--- config.mk ---
export PLATFORM = sky130hd
export DESIGN_NAME = fma_unit
export DESIGN_NICKNAME = d
export VERILOG_FILES = /design/src/rtl/fma_pkg.sv /design/src/rtl/fma_prep_if.sv /design/src/rtl/fma_classifier.sv /design/src/rtl/fma_mantissa_add.sv /design/src/rtl/fma_normalize_round.sv /design/src/rtl/fma_operand_prep.sv /design/src/rtl/fma_pipe_stage.sv /design/src/rtl/fma_unit.sv
export VERILOG_INCLUDE_DIRS = /design/src /design/src/rtl
export SDC_FILE = /design/constraint.sdc
export NUM_CORES = 1
export LEC_CHECK = 0
export ABC_AREA = 1
export CAP_MARGIN = 20
export CORE_ASPECT_RATIO = 1.5
export CORE_UTILIZATION = 60
export CTS_CLUSTER_DIAMETER = 60
export DETAILED_ROUTE_END_ITERATION = 8
export DONT_BUFFER_PORTS = 1
export PLACE_DENSITY = 0.76
export SETUP_SLACK_MARGIN = 0.2
export SLEW_MARGIN = 20
export SYNTH_ARGS = -nofsm -noshare
export SYNTH_HDL_FRONTEND = slang
export SYNTH_SLANG_ARGS = --single-unit
--- constraint.sdc ---
create_clock -name clk_i -period 13.1 [get_ports clk_i]
set_input_delay 1.31 -clock clk_i [delete_from_list [all_inputs] [get_ports clk_i]]
set_output_delay 1.31 -clock clk_i [all_outputs]
set_load 0.01 [all_outputs]
--- src/rtl/fma_config.svh ---
// ---------------------------------------
// Format and datapath widths of the FMA unit
// Fixed to IEEE half precision, bias 15
// Derived widths must be kept consistent
// with the format widths by hand
// ---------------------------------------
`ifndef FMA_CONFIG_SVH
`define FMA_CONFIG_SVH

// Half-precision format fields
`define FMA_EXP_BITS 5
`define FMA_MAN_BITS 10
`define FMA_WIDTH 16
`define FMA_BIAS 15

// Precision p, including the implicit bit
`define FMA_PREC_BITS 11
// Internal sum of 3p+4 bits
`define FMA_SUM_WIDTH 37
// Signed internal exponent, two bits above the format
`define FMA_EXP_WIDTH 7
// Shift amounts up to 3p+4
`define FMA_SHAMT_WIDTH 6
// Lower 2p+3 sum bits seen by the leading-zero count
`define FMA_LOWER_SUM_WIDTH 25

`endif

--- src/rtl/fma_pkg.sv ---
// ---------------------------------------
// Types shared by the FMA datapath
// Status flag order follows RISC-V fflags
// ---------------------------------------
`include "fma_config.svh"

package fma_pkg;

  // Half-precision float
  typedef struct packed {
    logic                     sign;
    logic [`FMA_EXP_BITS-1:0] exponent;
    logic [`FMA_MAN_BITS-1:0] mantissa;
  } fp_t;

  // Operand class
  typedef struct packed {
    logic is_zero;
    logic is_subnormal;
    logic is_normal;
    logic is_inf;
    logic is_nan;
    logic is_signalling;
  } fp_info_t;

  // Exception flags
  typedef struct packed {
    logic nv;
    logic dz;
    logic of;
    logic uf;
    logic nx;
  } status_t;

  // Operation code, the modifier bit negates the addend
  typedef enum logic [1:0] {
    FMADD,
    FNMSUB,
    ADD,
    MUL
  } op_e;

  typedef enum logic {
    RNE,
    RTZ
  } round_mode_e;

  // ---------------------------------------
  // Pipeline payloads
  // ---------------------------------------
  // Adder stage results for normalization
  typedef struct packed {
    logic                               eff_sub;
    logic signed [`FMA_EXP_WIDTH-1:0]   exp_product;
    logic signed [`FMA_EXP_WIDTH-1:0]   exp_diff;
    logic signed [`FMA_EXP_WIDTH-1:0]   tent_exp;
    logic        [`FMA_SHAMT_WIDTH-1:0] addend_shamt;
    logic                               sticky;
    logic        [`FMA_SUM_WIDTH-1:0]   sum;
    logic                               final_sign;
    round_mode_e                        rnd_mode;
    logic                               is_special;
    fp_t                                special_result;
    status_t                            special_status;
  } mid_payload_t;

  // Final result
  typedef struct packed {
    fp_t     result;
    status_t status;
  } out_payload_t;

endpackage

--- src/rtl/fma_prep_if.sv ---
// ---------------------------------------
// Operand preparation to mantissa adder
// Purely combinational, no handshake
// ---------------------------------------
`timescale 1ns/10ps
`include "fma_config.svh"

interface fma_prep_if;

  // Mantissas with implicit bit in front
  logic [`FMA_PREC_BITS-1:0]   mantissa_a;
  logic [`FMA_PREC_BITS-1:0]   mantissa_b;
  logic [`FMA_PREC_BITS-1:0]   mantissa_c;
  // Product and addend signs differ
  logic                        eff_sub;
  // Sign of the product, fixed up after the add
  logic                        tent_sign;
  // Right shift of the addend against the product
  logic [`FMA_SHAMT_WIDTH-1:0] addend_shamt;

  modport prep (
    output mantissa_a, mantissa_b, mantissa_c, eff_sub, tent_sign, addend_shamt
  );

  modport add (
    input mantissa_a, mantissa_b, mantissa_c, eff_sub, tent_sign, addend_shamt
  );

endinterface

--- src/rtl/fma_classifier.sv ---
// ---------------------------------------
// Classifies one half-precision operand
// Exactly one of the first five bits is set
// ---------------------------------------
`timescale 1ns/10ps
`include "fma_config.svh"

module fma_classifier (
  input  fma_pkg::fp_t      operand_i,
  output fma_pkg::fp_info_t info_o
);

  logic exp_zero;
  logic exp_ones;
  logic man_zero;

  // Field decode
  assign exp_zero = (operand_i.exponent == '0);
  assign exp_ones = (operand_i.exponent == '1);
  assign man_zero = (operand_i.mantissa == '0);

  assign info_o.is_zero       = exp_zero & man_zero;
  assign info_o.is_subnormal  = exp_zero & ~man_zero;
  assign info_o.is_normal     = ~exp_zero & ~exp_ones;
  assign info_o.is_inf        = exp_ones & man_zero;
  assign info_o.is_nan        = exp_ones & ~man_zero;
  // Quiet bit is the mantissa MSB
  assign info_o.is_signalling = exp_ones & ~man_zero &
                                ~operand_i.mantissa[`FMA_MAN_BITS-1];

endmodule

--- src/rtl/fma_mantissa_add.sv ---
// ---------------------------------------
// Product, addend alignment and 3p+4 adder
// Sum is returned as a magnitude
// ---------------------------------------
`timescale 1ns/10ps
`include "fma_config.svh"

module fma_mantissa_add (
  fma_prep_if.add                   prep_i,
  output logic [`FMA_SUM_WIDTH-1:0] sum_o,
  output logic                      sticky_o,
  output logic                      final_sign_o
);

  localparam int PREC = `FMA_PREC_BITS;
  localparam int SW   = `FMA_SUM_WIDTH;

  logic [2*PREC-1:0] product;
  logic [SW-1:0]     product_shifted;
  logic [SW-1:0]     addend_after_shift;
  logic [PREC-1:0]   addend_sticky_bits;
  logic [SW-1:0]     addend_shifted;
  logic              carry_in;
  logic [SW:0]       sum_raw;
  logic [SW:0]       sum_neg;
  logic              sum_carry;

  // p x p multiplier
  assign product = prep_i.mantissa_a * prep_i.mantissa_b;
  // Layout | p+2 zeros | product | round, sticky |
  assign product_shifted = SW'({product, 2'b00});

  // Addend starts above the sum, up to p bits fall out as sticky
  assign {addend_after_shift, addend_sticky_bits} =
      {prep_i.mantissa_c, {SW{1'b0}}} >> prep_i.addend_shamt;
  assign sticky_o = |addend_sticky_bits;

  // One's complement, plus one unless sticky bits were lost
  assign addend_shifted = prep_i.eff_sub ? ~addend_after_shift : addend_after_shift;
  assign carry_in       = prep_i.eff_sub & ~sticky_o;

  // ---------------------------------------
  // Adder and sign fix-up
  // ---------------------------------------
  assign sum_raw   = product_shifted + addend_shifted + carry_in;
  assign sum_carry = sum_raw[SW];
  assign sum_neg   = -sum_raw;

  // No carry on a subtraction means a negative sum
  assign sum_o = (prep_i.eff_sub && !sum_carry) ? sum_neg[SW-1:0] : sum_raw[SW-1:0];

  assign final_sign_o = prep_i.eff_sub ? (sum_carry == prep_i.tent_sign) : prep_i.tent_sign;

endmodule

--- src/rtl/fma_normalize_round.sv ---
// ---------------------------------------
// Normalization, rounding and flags
// RNE and RTZ only
// UF means zero exponent field after
// rounding together with an inexact result
// ---------------------------------------
`timescale 1ns/10ps
`include "fma_config.svh"

module fma_normalize_round (
  input  fma_pkg::mid_payload_t mid_i,
  output fma_pkg::out_payload_t out_o
);

  localparam int PREC = `FMA_PREC_BITS;
  localparam int SW   = `FMA_SUM_WIDTH;
  localparam int LW   = `FMA_LOWER_SUM_WIDTH;
  localparam int LZW  = $clog2(LW);
  localparam int EB   = `FMA_EXP_BITS;
  localparam int MB   = `FMA_MAN_BITS;
  localparam int EW   = `FMA_EXP_WIDTH;
  localparam int SHW  = `FMA_SHAMT_WIDTH;

  logic signed [EW-1:0] exp_product, exp_diff, tent_exp;
  logic [LZW-1:0]       lz_count;
  logic                 lz_empty;
  logic [SHW-1:0]       norm_shamt;
  logic signed [EW-1:0] norm_exp, final_exp;
  logic [SW:0]          sum_shifted;
  logic [PREC:0]        final_man;
  logic [LW-1:0]        sum_sticky_bits;
  logic                 sticky_after;
  logic                 of_before, of_after, round_up, exact_zero, inexact;
  logic [EB-1:0]        pre_exp;
  logic [MB-1:0]        pre_man;
  logic [EB+MB-1:0]     pre_abs, rounded_abs;
  logic [1:0]           round_sticky;
  logic                 rounded_sign;
  fma_pkg::status_t     regular_status;

  // Signed views of the exponent fields
  assign exp_product = mid_i.exp_product;
  assign exp_diff    = mid_i.exp_diff;
  assign tent_exp    = mid_i.tent_exp;

  // ---------------------------------------
  // Leading zeros in the lower 2p+3 bits
  // ---------------------------------------
  always_comb begin : lzc
    lz_count = '0;
    lz_empty = 1'b1;
    for (int i = LW - 1; i >= 0; i--) begin
      if (lz_empty && mid_i.sum[i]) begin
        lz_empty = 1'b0;
        lz_count = LZW'(LW - 1 - i);
      end
    end
  end

  always_comb begin : norm_shift
    if ((exp_diff <= 0) || (mid_i.eff_sub && (exp_diff <= 2))) begin
      // Product anchored or cancellation
      if ((int'(exp_product) - int'(lz_count) + 1 >= 0) && !lz_empty) begin
        norm_shamt = SHW'(PREC + 2 + lz_count);
        norm_exp   = EW'(int'(exp_product) - int'(lz_count) + 1);
      end else begin
        // Capped at the subnormal boundary
        norm_shamt = SHW'(PREC + 2 + exp_product);
        norm_exp   = '0;
      end
    end else begin
      // Addend anchored, undo the alignment
      norm_shamt = mid_i.addend_shamt;
      norm_exp   = tent_exp;
    end
  end

  assign sum_shifted = {1'b0, mid_i.sum} << norm_shamt;

  // Leading one may still sit one bit off
  always_comb begin : small_norm
    {final_man, sum_sticky_bits} = sum_shifted[SW-1:0];
    final_exp                    = norm_exp;
    if (sum_shifted[SW]) begin
      {final_man, sum_sticky_bits} = sum_shifted[SW:1];
      final_exp                    = EW'(norm_exp + 1);
    end else if (!sum_shifted[SW-1]) begin
      if (norm_exp > 1) begin
        {final_man, sum_sticky_bits} = {sum_shifted[SW-2:0], 1'b0};
        final_exp                    = EW'(norm_exp - 1);
      end else begin
        final_exp = '0;
      end
    end
  end

  assign sticky_after = (|sum_sticky_bits) | mid_i.sticky;

  // ---------------------------------------
  // Rounding
  // ---------------------------------------
  // Overflow saturates to max normal with round and sticky set
  assign of_before    = (final_exp >= (2**EB - 1));
  assign pre_exp      = of_before ? EB'(2**EB - 2) : final_exp[EB-1:0];
  assign pre_man      = of_before ? '1 : final_man[MB:1];
  assign pre_abs      = {pre_exp, pre_man};
  assign round_sticky = of_before ? 2'b11 : {final_man[0], sticky_after};

  // Ties go to even, RTZ just truncates
  assign round_up = (mid_i.rnd_mode == fma_pkg::RNE) && round_sticky[1] &&
                    (round_sticky[0] || pre_abs[0]);
  assign rounded_abs = pre_abs + round_up;

  // Exact cancellation gives +0
  assign exact_zero   = (pre_abs == '0) && (round_sticky == 2'b00);
  assign rounded_sign = (exact_zero && mid_i.eff_sub) ? 1'b0 : mid_i.final_sign;

  assign of_after = &rounded_abs[EB+MB-1:MB];
  assign inexact  = (|round_sticky) | of_before | of_after;

  always_comb begin : result_select
    regular_status    = '0;
    regular_status.of = of_before | of_after;
    regular_status.uf = (rounded_abs[EB+MB-1:MB] == '0) & inexact;
    regular_status.nx = inexact;
    // Bypassed special cases win
    if (mid_i.is_special) begin
      out_o.result = mid_i.special_result;
      out_o.status = mid_i.special_status;
    end else begin
      out_o.result = {rounded_sign, rounded_abs};
      out_o.status = regular_status;
    end
  end

endmodule

--- src/rtl/fma_operand_prep.sv ---
// ---------------------------------------
// Operation select, special cases and the
// exponent path of the FMA
// Only RNE and RTZ exist, so MUL adds -0
// Special results are canonical qNaN or inf
// ---------------------------------------
`timescale 1ns/10ps
`include "fma_config.svh"

module fma_operand_prep (
  input  fma_pkg::fp_t                      operand_a_i,
  input  fma_pkg::fp_t                      operand_b_i,
  input  fma_pkg::fp_t                      operand_c_i,
  input  fma_pkg::fp_info_t                 info_a_i,
  input  fma_pkg::fp_info_t                 info_b_i,
  input  fma_pkg::fp_info_t                 info_c_i,
  input  fma_pkg::op_e                      op_i,
  input  logic                              op_mod_i,
  input  fma_pkg::round_mode_e              rnd_mode_i,
  fma_prep_if.prep                          prep_o,
  output logic signed [`FMA_EXP_WIDTH-1:0]  exp_product_o,
  output logic signed [`FMA_EXP_WIDTH-1:0]  exp_diff_o,
  output logic signed [`FMA_EXP_WIDTH-1:0]  tent_exp_o,
  output logic                              is_special_o,
  output fma_pkg::fp_t                      special_result_o,
  output fma_pkg::status_t                  special_status_o
);

  localparam int PREC = `FMA_PREC_BITS;
  localparam int EW   = `FMA_EXP_WIDTH;
  localparam int SHW  = `FMA_SHAMT_WIDTH;

  fma_pkg::fp_t         operand_a, operand_b, operand_c;
  fma_pkg::fp_info_t    info_a, info_b, info_c;
  logic                 any_inf, any_nan, any_snan;
  logic                 prod_inf, eff_sub;
  logic signed [EW-1:0] exp_a, exp_b, exp_c, exp_addend;

  // ---------------------------------------
  // Operand adjustment
  // ---------------------------------------
  always_comb begin : op_select
    operand_a = operand_a_i;
    operand_b = operand_b_i;
    operand_c = operand_c_i;
    info_a    = info_a_i;
    info_b    = info_b_i;
    info_c    = info_c_i;
    // Modifier negates the addend
    operand_c.sign = operand_c_i.sign ^ op_mod_i;
    unique case (op_i)
      fma_pkg::FMADD: ;
      // Negated product
      fma_pkg::FNMSUB: operand_a.sign = ~operand_a_i.sign;
      // Multiplicand becomes +1.0
      fma_pkg::ADD: begin
        operand_a = '{sign: 1'b0, exponent: `FMA_EXP_BITS'(`FMA_BIAS), mantissa: '0};
        info_a    = '{is_normal: 1'b1, default: 1'b0};
      end
      // Exact zero sums round to +0 in both modes, so -0 keeps the product sign
      fma_pkg::MUL: begin
        operand_c = '{sign: rnd_mode_i inside {fma_pkg::RNE, fma_pkg::RTZ},
                      exponent: '0, mantissa: '0};
        info_c    = '{is_zero: 1'b1, default: 1'b0};
      end
    endcase
  end

  assign any_inf  = info_a.is_inf | info_b.is_inf | info_c.is_inf;
  assign any_nan  = info_a.is_nan | info_b.is_nan | info_c.is_nan;
  assign any_snan = info_a.is_signalling | info_b.is_signalling | info_c.is_signalling;
  assign prod_inf = info_a.is_inf | info_b.is_inf;
  assign eff_sub  = operand_a.sign ^ operand_b.sign ^ operand_c.sign;

  // ---------------------------------------
  // Special cases, in priority order
  // ---------------------------------------
  always_comb begin : special_cases
    // Canonical quiet NaN by default
    special_result_o = '{sign: 1'b0, exponent: '1,
                         mantissa: {1'b1, {(`FMA_MAN_BITS-1){1'b0}}}};
    special_status_o = '0;
    is_special_o     = 1'b0;
    if ((info_a.is_inf && info_b.is_zero) || (info_a.is_zero && info_b.is_inf)) begin
      // inf*0 is invalid even with a quiet NaN addend
      is_special_o        = 1'b1;
      special_status_o.nv = 1'b1;
    end else if (any_nan) begin
      is_special_o        = 1'b1;
      special_status_o.nv = any_snan;
    end else if (any_inf) begin
      is_special_o = 1'b1;
      if (prod_inf && info_c.is_inf && eff_sub) begin
        // Opposite infinities cancel
        special_status_o.nv = 1'b1;
      end else if (prod_inf) begin
        special_result_o = '{sign: operand_a.sign ^ operand_b.sign, exponent: '1,
                             mantissa: '0};
      end else begin
        special_result_o = '{sign: operand_c.sign, exponent: '1, mantissa: '0};
      end
    end
  end

  // ---------------------------------------
  // Exponent path, exponents stay biased
  // ---------------------------------------
  assign exp_a = {2'b00, operand_a.exponent};
  assign exp_b = {2'b00, operand_b.exponent};
  assign exp_c = {2'b00, operand_c.exponent};

  // Subnormals and zero sit at exponent 1
  assign exp_addend = exp_c + EW'(!info_c.is_normal);
  // Zero product gets the smallest exponent
  assign exp_product_o = (info_a.is_zero || info_b.is_zero) ? EW'(2 - `FMA_BIAS) :
                         EW'(exp_a + info_a.is_subnormal + exp_b + info_b.is_subnormal
                             - `FMA_BIAS);
  assign exp_diff_o = exp_addend - exp_product_o;
  assign tent_exp_o = (exp_diff_o > 0) ? exp_addend : exp_product_o;

  always_comb begin : addend_shift
    if (exp_diff_o <= -(2 * PREC + 1)) begin
      // Addend lands in the sticky bit only
      prep_o.addend_shamt = SHW'(3 * PREC + 4);
    end else if (exp_diff_o <= PREC + 2) begin
      prep_o.addend_shamt = SHW'(PREC + 3 - exp_diff_o);
    end else begin
      // Addend anchored, product only sticky
      prep_o.addend_shamt = '0;
    end
  end

  // Implicit bit from the class
  assign prep_o.mantissa_a = {info_a.is_normal, operand_a.mantissa};
  assign prep_o.mantissa_b = {info_b.is_normal, operand_b.mantissa};
  assign prep_o.mantissa_c = {info_c.is_normal, operand_c.mantissa};
  assign prep_o.eff_sub    = eff_sub;
  assign prep_o.tent_sign  = operand_a.sign ^ operand_b.sign;

endmodule

--- src/rtl/fma_pipe_stage.sv ---
// ---------------------------------------
// One valid/ready register stage
// Accepts while empty or draining, so a
// full pipeline moves one item per cycle
// ---------------------------------------
`timescale 1ns/10ps

module fma_pipe_stage #(
  parameter type payload_t = logic
) (
  input  logic     clk_i,
  input  logic     arst_n_i,
  input  logic     valid_i,
  output logic     ready_o,
  input  payload_t data_i,
  output logic     valid_o,
  input  logic     ready_i,
  output payload_t data_o
);

  logic     valid_q;
  payload_t data_q;

  // Ready when downstream takes the item or the stage is empty
  assign ready_o = ready_i | ~valid_q;

  always_ff @(posedge clk_i or negedge arst_n_i) begin
    if (!arst_n_i) begin
      valid_q <= 1'b0;
    end else if (ready_o) begin
      valid_q <= valid_i;
    end
  end

  // Payload only loads on an accepted item
  always_ff @(posedge clk_i) begin
    if (valid_i && ready_o) begin
      data_q <= data_i;
    end
  end

  assign valid_o = valid_q;
  assign data_o  = data_q;

endmodule

--- src/rtl/fma_unit.sv ---
// ---------------------------------------
// Half-precision fused multiply-add
// FMADD, FNMSUB, ADD, MUL, the modifier
// negates the addend, RNE or RTZ
// Two register stages, latency 2 cycles
// ---------------------------------------
`timescale 1ns/10ps
`include "fma_config.svh"

module fma_unit (
  input  logic                  clk_i,
  input  logic                  arst_n_i,
  input  logic [`FMA_WIDTH-1:0] operand_a_i,
  input  logic [`FMA_WIDTH-1:0] operand_b_i,
  input  logic [`FMA_WIDTH-1:0] operand_c_i,
  input  logic [1:0]            op_i,
  input  logic                  op_mod_i,
  input  logic                  rnd_mode_i,
  input  logic                  in_valid_i,
  output logic                  in_ready_o,
  output logic [`FMA_WIDTH-1:0] result_o,
  output logic [4:0]            status_o,
  output logic                  out_valid_o,
  input  logic                  out_ready_i
);

  fma_pkg::fp_info_t     info_a, info_b, info_c;
  fma_pkg::mid_payload_t mid_d, mid_q;
  fma_pkg::out_payload_t out_d, out_q;
  logic                  mid_valid;
  logic                  mid_ready;

  fma_prep_if prep_if ();

  // ---------------------------------------
  // Classification and preparation
  // ---------------------------------------
  fma_classifier i_class_a (.operand_i(operand_a_i), .info_o(info_a));
  fma_classifier i_class_b (.operand_i(operand_b_i), .info_o(info_b));
  fma_classifier i_class_c (.operand_i(operand_c_i), .info_o(info_c));

  fma_operand_prep i_operand_prep (
    .operand_a_i      (operand_a_i),
    .operand_b_i      (operand_b_i),
    .operand_c_i      (operand_c_i),
    .info_a_i         (info_a),
    .info_b_i         (info_b),
    .info_c_i         (info_c),
    .op_i             (fma_pkg::op_e'(op_i)),
    .op_mod_i         (op_mod_i),
    .rnd_mode_i       (fma_pkg::round_mode_e'(rnd_mode_i)),
    .prep_o           (prep_if),
    .exp_product_o    (mid_d.exp_product),
    .exp_diff_o       (mid_d.exp_diff),
    .tent_exp_o       (mid_d.tent_exp),
    .is_special_o     (mid_d.is_special),
    .special_result_o (mid_d.special_result),
    .special_status_o (mid_d.special_status)
  );

  fma_mantissa_add i_mantissa_add (
    .prep_i       (prep_if),
    .sum_o        (mid_d.sum),
    .sticky_o     (mid_d.sticky),
    .final_sign_o (mid_d.final_sign)
  );

  // Remaining mid payload fields
  assign mid_d.eff_sub      = prep_if.eff_sub;
  assign mid_d.addend_shamt = prep_if.addend_shamt;
  assign mid_d.rnd_mode     = fma_pkg::round_mode_e'(rnd_mode_i);

  // ---------------------------------------
  // Pipeline
  // ---------------------------------------
  fma_pipe_stage #(.payload_t(fma_pkg::mid_payload_t)) i_mid_stage (
    .clk_i    (clk_i),
    .arst_n_i (arst_n_i),
    .valid_i  (in_valid_i),
    .ready_o  (in_ready_o),
    .data_i   (mid_d),
    .valid_o  (mid_valid),
    .ready_i  (mid_ready),
    .data_o   (mid_q)
  );

  fma_normalize_round i_normalize_round (.mid_i(mid_q), .out_o(out_d));

  fma_pipe_stage #(.payload_t(fma_pkg::out_payload_t)) i_out_stage (
    .clk_i    (clk_i),
    .arst_n_i (arst_n_i),
    .valid_i  (mid_valid),
    .ready_o  (mid_ready),
    .data_i   (out_d),
    .valid_o  (out_valid_o),
    .ready_i  (out_ready_i),
    .data_o   (out_q)
  );

  assign result_o = out_q.result;
  assign status_o = out_q.status;

endmodule

Yosys cells after proc, flatten, opt, wreduce, memory -nomap -nowiden
Cells that the tools add are included.
Word-level totals
  input bits: 56
  word-level logic and storage cells: 253
  flip-flop bits (word level): 108
Operators by class
  multipliers: 1
  $add $sub $neg: 17
  equal/unequal tests: 7
  reduce and logical (&&, ||, !) cells: 59
  shift-type cells: 2
  order comparisons: 8
  bitwise operators: 52
  multiplexer cells: 84
Operators by type and width (count)
  2-to-1 mux 25 bit: 3
  2-to-1 mux 37 bit: 2
  2-to-1 mux 5 bit: 10
  2-to-1 mux 7 bit: 7
  right shift 48 x 6 -> 48 bit: 1
  adder 24 x 37 -> 38 bit: 1
  adder 38 x 1 -> 38 bit: 1
  << shifter 37 x 6 -> 38 bit: 1
  logical AND 1 bit: 37
  negator 37 bit: 1
  inverter 37 bit: 1
  2-to-1 mux 4 bit: 9
  2-to-1 mux 11 bit: 3
  adder 32 x 2 -> 32 bit, second input constant: 1
  greater-or-equal comparator 32 x 1 -> 1 bit, second input constant: 1
  2-to-1 mux 1 bit: 32
  2-to-1 mux 16 bit: 2
  zero test 10 bit: 3
  2-to-1 mux 6 bit: 5
  OR reduction 25 bit: 1
  multiplier 11 x 11 -> 22 bit: 1
  2-to-1 mux 21 bit: 1
  zero test 5 bit: 4
  AND 1 bit: 18
  other kinds (39): 84

Depth between registers and ports, before layout
  depth in word-level cells: 69
  gate-level depth with buffers: 76
  depth with buffers taken out: 74

Hierarchy
Synthesis repeated with hierarchy kept, for this count alone.
Unflattened totals
  cell total of the unflattened synthesis: 2867
  area total of the unflattened synthesis: 19039.5 µm²
Modules (own cells, without submodules)
  fma_mantissa_add: area each 8408.1 µm², sequential area each 0.0 µm², instances 1, cells an instance 1335
  fma_normalize_round: area each 4997.3 µm², sequential area each 0.0 µm², instances 1, cells an instance 1003
  fma_pipe_stage (i_mid_stage): area each 2747.6 µm², sequential area each 2727.6 µm², instances 1, cells an instance 96
  fma_operand_prep: area each 1835.5 µm², sequential area each 0.0 µm², instances 1, cells an instance 331
  fma_pipe_stage (i_out_stage): area each 675.6 µm², sequential area each 655.6 µm², instances 1, cells an instance 27
  fma_classifier: area each 125.1 µm², sequential area each 0.0 µm², instances 3, cells an instance 25

Worst setup path after synthesis
Ideal clock, no wire load.
  path kind: input port to flip-flop
  start: input port op_i[0]
  end: register i_mid_stage.data_q, in the netlist i_mid_stage.data_o[57], data pin
  cell stages on the path: 67
  data arrival time: 10.547 ns
  setup slack: 2.295 ns
  cells stage by stage: inv_1 > ha_1 > buf_2 > nor2_1 > inv_1 > nor2_1 > ha_1 > ha_1 > ha_1 > inv_1 > fa_1 > inv_1 > nor2_1 > nor3_1 > inv_1 > ha_1 > nand3_1 > and2_1 > [31 not listed] > o21bai_1 > nand3_1 > o21bai_1 > a21boi_0 > o21ai_0 > a21boi_0 > nor2_1 > nand2_1 > nor2_1 > nand2_1 > xnor2_1 > nand4_1 > nor2_1 > nand3_1 > nor2_1 > nor2_1 > nand2_1 > nand2_1
RTL lines
  start, declared: line fma_unit.sv:16  | input logic [1:0] op_i,
  end signal, assigned: line fma_pipe_stage.sv:38  | data_q <= data_i;
  end, declared: line fma_pipe_stage.sv:22  | payload_t data_q;

==> out/qor.log <==
qor: critical_path.worst-endpoint-required 13220 ps
qor: logic_synthesis.synth_area_leaders edfxtp_1 17%, nand2_1 14%, fa_1 10%
qor: route.drt-vias-per-instance 5.78
qor: layout.finish.net_count 2722
qor: critical_path.worst_ep_arrival_time 11830 ps
qor: global_route.grtUsageTotal 34.5%
qor: cts.ctsHoldBuffers 0
qor: timing.least_margin_pin_slew 992 ps
qor: route.drtAntennaViolNets 0
qor: timing.total_count_of_max_transition_violations_in_the_final_report 0
qor: layout.post_route_cells_drive_above_1_share 5.85%
qor: layout.count_of_fill_cells_added_during_filler_insertion 2622
qor: cts.clock_tree.htree_level_count 3
qor: die.die_w 138 um
qor: layout.ff_latch_area 0.00281 mm2
qor: layout.multiInputGateArea 0.0120 mm2
qor: place.post-dp-hpwl 40.8 mm
qor: logic_synthesis.yosysSeqAreaShare 16.9%
qor: route.drcViolationCount 4
qor: cts.clock_insertion_delay_worst_skew 370 ps
qor: die.boundaryPins 79
qor: critical_path.slowest_delay 440 ps
qor: outcome.violations DRC
qor: die.floorplan.die_area 0.0285 mm2
qor: logic_synthesis.netlist.top_cell.by_area edfxtp_1
qor: timing.setup_viol_count_final 0
qor: outcome.run_status finished with violations
qor: logic_synthesis.ys_async_sr_fraction 2.13%
qor: die.initial_core_util 61.0%
qor: die.std_cell_rows 74
qor: route.drt_pre_antenna_iters 8
qor: place.port-buffer-count 0
qor: cts.clkSlewWorstSetupHoldPaths 70 ps
qor: global_route.grt_start_max_net_pins 73
qor: logic_synthesis.post_synth_inst_count 2500
qor: timing.report.final.hold_viol_count 0
qor: logic_synthesis.postSynthAreaPerCell 6.67 um2
qor: critical_path.critical_path_buf_inv_count 6
qor: timing.finClkSkew 8.83 ps
qor: critical_path.setup.worst_path.start_class primary input
qor: layout.area_growth 2.92%
qor: critical_path.end_kind register
qor: cts.ctsRootBufferMaster clkbuf_16
qor: timing.achievable-frequency 85.4 MHz
qor: cts.clkSinkCount 94
qor: min_path.timing.hold.worst.class reg -> reg
qor: logic_synthesis.synth.cells.most_frequent 608 x nand2_1, 385 x inv_1, 254 x nor2_1
qor: critical_path.cell_occurring_most_often_along_the_worst_timing_path nand2_1
qor: global_route.first_global_vias 15826
qor: flow_run.cap_violations 0
qor: route.drtIter0Drc 959
qor: critical_path.critical_path.max_fanout 11
qor: global_route.antenna_found_initial 0
qor: timing.grt_setup_unrepaired false
qor: critical_path.critical_path.slowest_cell fa_1
qor: logic_synthesis.warning_count_from_the_yosys_run 0
qor: global_route.global_route.overflow_total 0
qor: timing.post-route-period-util 89.4%
qor: logic_synthesis.netlist.area_leader.share 16.6%
qor: global_route.wire_length_of_the_first_global_routing_pass 76.3 mm
qor: logic_synthesis.synthesized_nets 2764
qor: cts.clock_tree.buffer_depth 2
qor: route.drt_wl_total 48.3 mm
qor: cts.tritoncts yes
qor: place.gp_congestion 1.02
qor: route.detail_route.wl_per_cell 17.2 um
qor: critical_path.path_class in -> reg
qor: die.fp.dieH 206 um
qor: layout.insertedDiodeCount 0
qor: logic_synthesis.post_synth_instance_area 0.0167 mm2
qor: route.routed-via-count 16224
qor: logic_synthesis.synth_most_common_cell nand2_1
qor: timing.setup_tns 0 ps
qor: logic_synthesis.synth_enable_flop_cells 92
qor: die.floorplan.core_area 0.0273 mm2
qor: timing.finalCriticalPeriod 11710 ps
qor: logic_synthesis.synth_seq_cells 94
qor: logic_synthesis.post_synth_num_cell_types 68
qor: logic_synthesis.ys.flop_type edfxtp_1
qor: cts.number_of_cts_inserted_buffers 9
qor: timing.worst_slew_margin_rel 33.9%
qor: critical_path.critical_path.top_delay_family simple AND/OR/NAND/NOR gates
sequential cells by signal, indices dropped and copies added, names as in the netlist:
signal and flops:
i_mid_stage.data_o 72, i_mid_stage.valid_o 1, i_out_stage.data_o 20, i_out_stage.valid_o 1
timing repair:
item	CTS	global route
gates resized for setup	0	7
endpoints found under the setup margin	0	6
setup buffers	0	4
per-layer routing:
metal	global-route usage, %	up-vias	wire [um]
met5	0	-	0
met4	31.6	0	4570
met3	3.50	229	1740
met2	68.2	523	25700
met1	30.9	7487	16200
li1	-	7985	-
area by class of cell:
class | count | area share [%]
Inverter | 417 | 9.14
Timing Repair Buffer | 11 | 0.481
Clock inverter | 7 | 0.503
Tap cell | 342 | 2.49
Clock buffer | 9 | 1.31
Multi-Input combinational cell | 1925 | 69.7
Sequential cell | 94 | 16.4
cells in the final DEF, fill, tap and decap left out, drive strengths merged, types with 3 or more instances in the layout:
cell	netlist	layout
nor4	10	10
o211ai	17	17
a21oi	84	84
or2	20	20
clkinv	9	11
o21ai	151	151
o21a	7	7
nand4	45	45
o31ai	4	4
nor3	23	23
and2	7	7
xnor2	31	31
clkbuf	21	9
nand3b	4	4
nand2	630	630
a31oi	16	16
edfxtp	92	92
fa	83	83
o22ai	17	17
nor2	273	273
o21bai	12	12
a21boi	3	3
xor2	115	115
a21o	6	6
inv	408	412
nand3	217	217
ha	125	125
buf	43	11
per-stage QoR:
stage / hold WS (ps) / area [um2] / util, % / instances / worst slack, ps
finish: 505 / 17200 / 62.8 / 2805 / 1390
global route: 548 / 17200 / 62.8 / 2805 / 198
CTS: 504 / 17100 / 62.6 / 2801 / 1050
detailed placement: 484 / 16800 / 61.5 / 2785 / 699
global placement: 469 / 16800 / 61.5 / 2785 / 1060
floorplan: 447 / 16700 / - / 2500 / 2290
worst reg2reg max path, delay by kind of cell (launching register included):
| kind | cells | cell delay [ps] |
|---|---|---|
| adder cells (fa/ha/maj) | 3 | 630 |
| flip-flops | 1 | 480 |
| AO/OA/AOI/OAI | 5 | 980 |
| buffers and inverters | 8 | 1550 |
| AND/OR/NAND/NOR | 43 | 5730 |
logic make-up after synthesis:
| kind of cell | Yosys count | synth area share (%) |
|---|---|---|
| other | 1 | 0.0225 |
| buffers and inverters | 481 | 11.7 |
| and+or+nand+nor | 1234 | 32.5 |
| muxes | 2 | 0.120 |
| adders and majority gates | 208 | 19.3 |
| DFF | 94 | 16.9 |
| AOI/OAI and AO/OA | 334 | 11.7 |
| xor gates and xnor gates | 146 | 7.76 |
path summary, 6_finish.rpt:
path | to | cells past startpoint | startpoint | slack [ps]
max in group asynchronous | i_out_stage.valid_o | 0 | arst_n_i | 12410
worst max-delay path | i_mid_stage.data_o[57] | 69 | op_i[0] | 1390
worst min register to register | i_out_stage.valid_o | 2 | i_mid_stage.valid_o | 510
min in group asynchronous | i_mid_stage.valid_o | 0 | arst_n_i | 630
worst max register to register | i_out_stage.data_o[1] | 59 | i_mid_stage.data_o[48] | 3600
worst min-delay path | i_out_stage.valid_o | 2 | i_mid_stage.valid_o | 510
Power is not shown: default switching activity piles up to over one toggle a cycle in this logic, so the estimate is an artifact.
